### config.mk
export PLATFORM = sky130hd
export DESIGN_NAME = lsu_top
export DESIGN_NICKNAME = d
export VERILOG_FILES = /design/src/lsu_pkg.sv /design/src/lsu_ctrl_if.sv /design/src/lsu_fsm.sv /design/src/lsu_bus_timer.sv /design/src/lsu_req_stage.sv /design/src/lsu_rsp_stage.sv /design/src/lsu_top.sv
export VERILOG_INCLUDE_DIRS = /design/src /design/src/src
export SDC_FILE = /design/constraint.sdc
export NUM_CORES = 1
export LEC_CHECK = 0
export BUFFER_PORTS_ARGS = -buffer_cell sky130_fd_sc_hd__clkbuf_2
export CORE_UTILIZATION = 45
export DETAILED_ROUTE_END_ITERATION = 10
export PLACE_DENSITY = 0.73
export SLEW_MARGIN = 10
export SYNTH_ARGS = -nofsm -noshare
export SYNTH_HDL_FRONTEND = slang
export SYNTH_HIERARCHICAL = 1
export SYNTH_SLANG_ARGS = --single-unit
### constraint.sdc
create_clock -name clk_i -period 3.03 [get_ports clk_i]
set_input_delay 0.4545 -clock clk_i [delete_from_list [all_inputs] [get_ports clk_i]]
set_output_delay 0.4545 -clock clk_i [all_outputs]
set_load 0.05 [all_outputs]
### src/lsu_config.svh
// Watchdog settings for the load/store bus master.
// LSU_BUS_TIMEOUT must fit in LSU_TIMER_W bits.

`ifndef LSU_CONFIG_SVH
`define LSU_CONFIG_SVH

// Waiting cycles before an access is aborted
`define LSU_BUS_TIMEOUT 16

// Width of the watchdog count
`define LSU_TIMER_W 5

`endif

### src/lsu_pkg.sv
// Types shared by the load/store bus master.
// Only word accesses are described; no integrity bits.

`default_nettype none

package lsu_pkg;

  typedef enum logic [1:0] {
    IDLE,
    REQ,
    WAIT_RVALID,
    DONE
  } lsu_state_e;

  // Command as accepted from the command port
  typedef struct packed {
    logic [31:0] addr;
    logic        we;
    logic [3:0]  be;
    logic [31:0] wdata;
  } lsu_req_t;

  // Completion data
  typedef struct packed {
    logic [31:0] rdata;
    logic        err;
  } lsu_rsp_t;

endpackage

`default_nettype wire

### src/lsu_ctrl_if.sv
// Control strobes between the FSM, the watchdog and the two data stages.
// All strobes except timer_expired are combinational outputs of the FSM.

`timescale 1ns/100ps
`default_nettype none

interface lsu_ctrl_if (
  input wire logic clk_i
);

  logic req_load;
  logic rsp_load;
  logic timer_run;
  logic timer_clr;
  logic timer_expired;

  modport fsm (
    input  clk_i, timer_expired,
    output req_load, rsp_load, timer_run, timer_clr
  );

  modport timer (
    input  clk_i, timer_run, timer_clr,
    output timer_expired
  );

  modport req (input clk_i, req_load);

  modport rsp (input clk_i, rsp_load);

endinterface

`default_nettype wire

### src/lsu_fsm.sv
// Sequencer for one word access at a time on the data bus.
// A watchdog expiry aborts the access and sets a sticky alert until reset.

`timescale 1ns/100ps
`default_nettype none

module lsu_fsm (
  input  wire logic clk_i,
  input  wire logic arst_n_i,
  input  wire logic cmd_valid_i,
  input  wire logic data_gnt_i,
  input  wire logic data_rvalid_i,
  lsu_ctrl_if.fsm   ctrl,
  output logic      busy_o,
  output logic      data_req_o,
  output logic      done_o,
  output logic      alert_major_bus_o
);

  lsu_pkg::lsu_state_e state_q;
  lsu_pkg::lsu_state_e state_d;
  logic                abort;
  logic                alert_q;

  always_comb begin
    state_d        = state_q;
    abort          = 1'b0;
    ctrl.req_load  = 1'b0;
    ctrl.rsp_load  = 1'b0;
    ctrl.timer_run = 1'b0;

    case (state_q)
      lsu_pkg::IDLE: begin
        if (cmd_valid_i) begin
          ctrl.req_load = 1'b1;
          state_d       = lsu_pkg::REQ;
        end
      end

      lsu_pkg::REQ: begin
        // Expiry wins, the request is already withdrawn
        if (ctrl.timer_expired) begin
          abort         = 1'b1;
          ctrl.rsp_load = 1'b1;
          state_d       = lsu_pkg::DONE;
        end else if (data_gnt_i) begin
          state_d = lsu_pkg::WAIT_RVALID;
        end else begin
          ctrl.timer_run = 1'b1;
        end
      end

      lsu_pkg::WAIT_RVALID: begin
        // A late rvalid still completes the access
        if (data_rvalid_i) begin
          ctrl.rsp_load = 1'b1;
          state_d       = lsu_pkg::DONE;
        end else if (ctrl.timer_expired) begin
          abort         = 1'b1;
          ctrl.rsp_load = 1'b1;
          state_d       = lsu_pkg::DONE;
        end else begin
          ctrl.timer_run = 1'b1;
        end
      end

      lsu_pkg::DONE: state_d = lsu_pkg::IDLE;

      default: state_d = lsu_pkg::IDLE;
    endcase
  end

  assign ctrl.timer_clr = (state_d != state_q);

  always_ff @(posedge clk_i or negedge arst_n_i) begin
    if (!arst_n_i) begin
      state_q <= lsu_pkg::IDLE;
      alert_q <= 1'b0;
    end else begin
      state_q <= state_d;
      if (abort) begin
        alert_q <= 1'b1;
      end
    end
  end

  assign busy_o            = (state_q != lsu_pkg::IDLE);
  assign data_req_o        = (state_q == lsu_pkg::REQ) && !ctrl.timer_expired;
  assign done_o            = (state_q == lsu_pkg::DONE);
  assign alert_major_bus_o = alert_q;

endmodule

`default_nettype wire

### src/lsu_bus_timer.sv
// Bus watchdog, counts waiting cycles and holds at the timeout value.
// Clear has priority over run.

`timescale 1ns/100ps
`default_nettype none

`include "lsu_config.svh"

module lsu_bus_timer (
  input  wire logic clk_i,
  input  wire logic arst_n_i,
  lsu_ctrl_if.timer ctrl
);

  localparam int unsigned timeout_cnt = `LSU_BUS_TIMEOUT;

  logic [`LSU_TIMER_W-1:0] count_q;

  assign ctrl.timer_expired = (count_q == timeout_cnt[`LSU_TIMER_W-1:0]);

  always_ff @(posedge clk_i or negedge arst_n_i) begin
    if (!arst_n_i) begin
      count_q <= '0;
    end else if (ctrl.timer_clr) begin
      count_q <= '0;
    end else if (ctrl.timer_run && !ctrl.timer_expired) begin
      count_q <= count_q + 1'b1;
    end
  end

endmodule

`default_nettype wire

### src/lsu_req_stage.sv
// Request register for the data bus.
// Fields hold from acceptance until the next command is loaded.

`timescale 1ns/100ps
`default_nettype none

module lsu_req_stage (
  input  wire logic              clk_i,
  input  wire logic              arst_n_i,
  lsu_ctrl_if.req                ctrl,
  input  wire lsu_pkg::lsu_req_t cmd_i,
  output logic [31:0]            data_addr_o,
  output logic                   data_we_o,
  output logic [3:0]             data_be_o,
  output logic [31:0]            data_wdata_o
);

  lsu_pkg::lsu_req_t req_q;

  always_ff @(posedge clk_i or negedge arst_n_i) begin
    if (!arst_n_i) begin
      req_q <= '0;
    end else if (ctrl.req_load) begin
      req_q       <= cmd_i;
      // Word aligned, byte lanes come from be
      req_q.addr  <= {cmd_i.addr[31:2], 2'b00};
    end
  end

  assign data_addr_o  = req_q.addr;
  assign data_we_o    = req_q.we;
  assign data_be_o    = req_q.be;
  assign data_wdata_o = req_q.wdata;

endmodule

`default_nettype wire

### src/lsu_rsp_stage.sv
// Response register, holds completion data until the next response.
// rsp_load without rvalid is an abort and returns an error with zero data.

`timescale 1ns/100ps
`default_nettype none

module lsu_rsp_stage (
  input  wire logic        clk_i,
  input  wire logic        arst_n_i,
  lsu_ctrl_if.rsp          ctrl,
  input  wire logic [31:0] data_rdata_i,
  input  wire logic        data_err_i,
  input  wire logic        data_rvalid_i,
  input  wire logic [3:0]  req_be_i,
  input  wire logic        req_we_i,
  output logic [31:0]      done_rdata_o,
  output logic             done_err_o
);

  lsu_pkg::lsu_rsp_t rsp_d;
  lsu_pkg::lsu_rsp_t rsp_q;
  logic [31:0]       masked_rdata;

  always_comb begin
    for (int i = 0; i < 4; i++) begin
      masked_rdata[i*8 +: 8] = req_be_i[i] ? data_rdata_i[i*8 +: 8] : 8'h00;
    end
  end

  always_comb begin
    if (data_rvalid_i) begin
      rsp_d.rdata = req_we_i ? 32'h0 : masked_rdata;
      rsp_d.err   = data_err_i;
    end else begin
      rsp_d.rdata = 32'h0;
      rsp_d.err   = 1'b1;
    end
  end

  always_ff @(posedge clk_i or negedge arst_n_i) begin
    if (!arst_n_i) begin
      rsp_q <= '0;
    end else if (ctrl.rsp_load) begin
      rsp_q <= rsp_d;
    end
  end

  assign done_rdata_o = rsp_q.rdata;
  assign done_err_o   = rsp_q.err;

endmodule

`default_nettype wire

### src/lsu_top.sv
// Load/store bus master on a req/gnt/rvalid data bus.
// One aligned word access at a time; cmd_valid_i is ignored while busy_o is high.

`timescale 1ns/100ps
`default_nettype none

module lsu_top (
  input  wire logic        clk_i,
  input  wire logic        arst_n_i,

  input  wire logic        cmd_valid_i,
  input  wire logic [31:0] cmd_addr_i,
  input  wire logic        cmd_we_i,
  input  wire logic [3:0]  cmd_be_i,
  input  wire logic [31:0] cmd_wdata_i,
  output logic             busy_o,
  output logic             done_o,
  output logic [31:0]      done_rdata_o,
  output logic             done_err_o,

  output logic             data_req_o,
  input  wire logic        data_gnt_i,
  input  wire logic        data_rvalid_i,
  output logic [31:0]      data_addr_o,
  output logic             data_we_o,
  output logic [3:0]       data_be_o,
  output logic [31:0]      data_wdata_o,
  input  wire logic [31:0] data_rdata_i,
  input  wire logic        data_err_i,

  output logic             alert_major_bus_o
);

  lsu_pkg::lsu_req_t cmd_req;

  assign cmd_req = '{addr: cmd_addr_i, we: cmd_we_i, be: cmd_be_i, wdata: cmd_wdata_i};

  lsu_ctrl_if ctrl_if (.clk_i(clk_i));

  lsu_fsm lsu_fsm_inst (
    .clk_i             (clk_i            ),
    .arst_n_i          (arst_n_i         ),
    .cmd_valid_i       (cmd_valid_i      ),
    .data_gnt_i        (data_gnt_i       ),
    .data_rvalid_i     (data_rvalid_i    ),
    .ctrl              (ctrl_if.fsm      ),
    .busy_o            (busy_o           ),
    .data_req_o        (data_req_o       ),
    .done_o            (done_o           ),
    .alert_major_bus_o (alert_major_bus_o)
  );

  lsu_bus_timer lsu_bus_timer_inst (
    .clk_i    (clk_i        ),
    .arst_n_i (arst_n_i     ),
    .ctrl     (ctrl_if.timer)
  );

  lsu_req_stage lsu_req_stage_inst (
    .clk_i        (clk_i       ),
    .arst_n_i     (arst_n_i    ),
    .ctrl         (ctrl_if.req ),
    .cmd_i        (cmd_req     ),
    .data_addr_o  (data_addr_o ),
    .data_we_o    (data_we_o   ),
    .data_be_o    (data_be_o   ),
    .data_wdata_o (data_wdata_o)
  );

  // Held request fields qualify the response
  lsu_rsp_stage lsu_rsp_stage_inst (
    .clk_i         (clk_i        ),
    .arst_n_i      (arst_n_i     ),
    .ctrl          (ctrl_if.rsp  ),
    .data_rdata_i  (data_rdata_i ),
    .data_err_i    (data_err_i   ),
    .data_rvalid_i (data_rvalid_i),
    .req_be_i      (data_be_o    ),
    .req_we_i      (data_we_o    ),
    .done_rdata_o  (done_rdata_o ),
    .done_err_o    (done_err_o   )
  );

endmodule

`default_nettype wire

==> impl_metrics.json <==
{
  "status": "finished, final reports clean",
  "clockBufferDepth": 2,
  "period_minus_slack_ns": 2.238,
  "num-fill-cells": 801,
  "dr.pass1.iters": 4,
  "ys_seq_area_share_pct": 58.30,
  "fp.dieArea_um2": 10710,
  "nNetsFinal": 674,
  "fin_crit_sh_pct": 73.85,
  "startpoint_type": "register",
  "track_usage_pct": 18.50,
  "gp_congestion": 0.8503,
  "hold_buffers": 0,
  "tightestPinTransition_ns": 0.5753,
  "path_class": "register to output port",
  "cts_root_buf": "clkbuf_8",
  "synth_top_family_by_area": "multiplexers",
  "start_util_pct": 46.99,
  "synth-simple-area-share_pct": 6.991,
  "wl_per_cell_um": 14.73,
  "setup_tns_ns": 0,
  "place_area_um2": 5782,
  "end_kind": "output port",
  "clock.fmax_mhz": 446.9,
  "grt_setup_unrepaired": "false",
  "drt-total-wl_mm": 10.28,
  "reg2reg_from": "lsu_fsm_inst/state_q[0]",
  "synth_edf_count": 0,
  "yosys.area_share.xor_xnor_pct": 0.3779,
  "rows": 36,
  "crit_start": "lsu_bus_timer_inst/count_q[0]",
  "io_buffer_count": 208,
  "grt_max_degree": 68,
  "grt_antenna_before_repair": 0,
  "synth_compound_area_share_pct": 6.721,
  "cap_violations": 0,
  "regToRegEndpoint": "lsu_bus_timer_inst/count_q[0]",
  "synth_top_cells_by_area": "dfrtp_1 58%, mux2_4 10%, mux2_2 9.2%",
  "multi_input_area_um2": 1672,
  "grt_pass1_vias": 3112,
  "crit_end": "data_req_o",
  "worstPathMaxFanout": 9,
  "postCtsSetupRepairBufs": 0,
  "ys_types": 38,
  "drt.antenna.violating_nets": 0,
  "clkTransAtPathRegs_ns": 0.11,
  "synth.cell_area_um2": 4636,
  "core_um2": 9864,
  "cts_sinks": 108,
  "vias": 3355,
  "synth_mux_area_share_pct": 19.49,
  "avgViaCountPerCell": 4.807,
  "syn_avg_cell_area_um2": 13.13,
  "drv_slew": 0,
  "htreeDepth": 3,
  "setup_viol": 0,
  "regArea_um2": 2703,
  "cts_buffers": 9,
  "ys_ff_latch": 108,
  "cts_tree": "built",
  "required_ns": 2.58,
  "io_pins": 213,
  "synthArstFlopShare_pct": 100.0,
  "synth-main-ff-cell": "dfrtp_1",
  "die_x_um": 103.5,
  "cp.arrival_ns": 1.78,
  "dp_hpwl_mm": 7.678,
  "grt_pass1_wl_mm": 15.08,
  "yosys_warnings": 6,
  "yosysTopAreaCell": "dfrtp_1",
  "hp-class": "primary input to asynchronous set/reset pin",
  "netlist.area_leader.share_pct": 58.30,
  "syn_to_final_growth_pct": 28.96,
  "cts_resized": 0,
  "synth_fa_ha_area_share_pct": 2.159,
  "drive_above_1_share_pct": 54.96,
  "synthCells": 353,
  "final_area_um2": 5978,
  "drt-initial-drc-count": 61,
  "dieHeight_um": 103.5,
  "r2r_slack_ns": 0.83,
  "fin_skew_ns": 0.01333,
  "finalHoldViolCount": 0,
  "drc_errors": 0,
  "clk_latency_ns": 0.37,
  "grt_overflow": 0,
  "worst-r2r-cell-count": 7,
  "relSlewSlack_pct": 61.64
}
==> kinds of logic after synthesis <==
group / count (synthesis)
other: 1
DFF: 108
muxes: 70
AOI/OAI and AO/OA: 47
xor gates and xnor gates: 2
and+or+nand+nor: 61
buffers and inverters: 56
adders and majority gates: 8
==> critical path: stages, from the launching register on <==
cell and delay, ns:
dfrtp_1 0.42, inv_1 0.09, ha_1 0.15, and4bb_4 0.31, and2b_2 0.23, clkbuf_2 0.23
==> cells in the final DEF, fill, tap and decap left out, drive strengths merged <==
cell | netlist | layout
o22ai | 31 | 31
inv | 38 | 41
nor2b | 2 | 2
ha | 8 | 8
and2b | 1 | 1
mux2i | 1 | 1
a31oi | 2 | 2
conb | 1 | 2
a21oi | 5 | 5
and2 | 1 | 1
a211o | 1 | 1
or3 | 1 | 1
nor3b | 2 | 2
buf | 18 | 5
nand2b | 3 | 3
nor2 | 7 | 7
a211oi | 1 | 1
o21a | 1 | 1
diode | 0 | 1
clkbuf | 0 | 217
dfrtp | 108 | 108
o21ai | 3 | 3
nand3b | 4 | 4
xor2 | 2 | 2
nor3 | 3 | 3
and4bb | 1 | 1
nand4 | 2 | 2
o32a | 1 | 1
and4b | 1 | 1
clkinvlp | 0 | 3
o221ai | 1 | 1
o211ai | 1 | 1
nand2 | 33 | 33
mux2 | 69 | 69
==> final cells by class <==
cell class / count / area share [%]
Clock inverter: 6 / 0.9418
Multi-Input combinational cell: 190 / 27.96
Timing Repair Buffer: 212 / 18.38
Tap cell: 133 / 2.784
Inverter: 38 / 2.386
Antenna cell: 1 / 0.04186
Clock buffer: 10 / 2.302
Sequential cell: 108 / 45.21
==> worst min path at each step <==
stage	start	endpoint	slack, ns
after detailed placement	lsu_fsm_inst/alert_major_bus_o	lsu_fsm_inst/alert_major_bus_o	0.46
final	arst_n_i	lsu_req_stage_inst/data_wdata_o[24]	0.05
after CTS	arst_n_i	lsu_req_stage_inst/data_wdata_o[24]	0.07
after global routing	arst_n_i	lsu_req_stage_inst/data_wdata_o[24]	0.09
after global placement	lsu_fsm_inst/alert_major_bus_o	lsu_fsm_inst/alert_major_bus_o	0.45
after floorplan	arst_n_i	lsu_bus_timer_inst/count_q[0]	0.16
==> registers in the layout (all words and copies together) (netlist names) <==
register	count
lsu_req_stage_inst/data_wdata_o	32
lsu_bus_timer_inst/count_q	5
lsu_req_stage_inst/data_addr_o	30
lsu_req_stage_inst/data_we_o	1
lsu_fsm_inst/state_q	2
lsu_rsp_stage_inst/done_err_o	1
lsu_fsm_inst/alert_major_bus_o	1
lsu_rsp_stage_inst/done_rdata_o	32
lsu_req_stage_inst/data_be_o	4
==> per-layer routing <==
metal	share of wire [%]	vias up	wire [µm]	GRT usage (%)
li1	-	1610	-	-
met2	50	130	5118	31.07
met4	1.2	0	121	7.259
met3	7.7	9	791	5.108
met5	0	-	0	0
met1	41	1606	4252	22.67
==> metrics by stage <==
| stage | setup WS, ns | cells | utilization [%] | hold slack (ns) |
|---|---|---|---|---|
| 3_5_place_dp | 0.8612 | 681 | 58.61 | 0.4565 |
| 5_1_grt | 0.6692 | 697 | 60.58 | 0.08904 |
| 4_1_cts | 0.7731 | 697 | 60.58 | 0.06841 |
| 6_report | 0.7923 | 698 | 60.60 | 0.04690 |
| 3_3_place_gp | 0.9031 | 681 | 58.61 | 0.4507 |
| 2_1_floorplan | 1.069 | 354 | - | 0.1589 |
==> cells in the mapped netlist, types with 2 or more instances <==
| cell type | count |
|---|---|
| a31oi_1 | 2 |
| buf_6 | 4 |
| mux2_2 | 38 |
| buf_2 | 8 |
| nand2b_1 | 3 |
| mux2_4 | 31 |
| o22ai_1 | 31 |
| inv_1 | 38 |
| ha_1 | 8 |
| nand3b_2 | 4 |
| buf_4 | 6 |
| a21oi_1 | 4 |
| o21ai_0 | 2 |
| nand2_1 | 33 |
| nor3b_1 | 2 |
| nor2_1 | 7 |
| nor3_1 | 2 |
| nand4_1 | 2 |
| dfrtp_1 | 108 |
| xor2_1 | 2 |
Power is left out: the tool's default activity adds up to more than one toggle a clock period on the data nets, which glitch-free logic cannot reach.
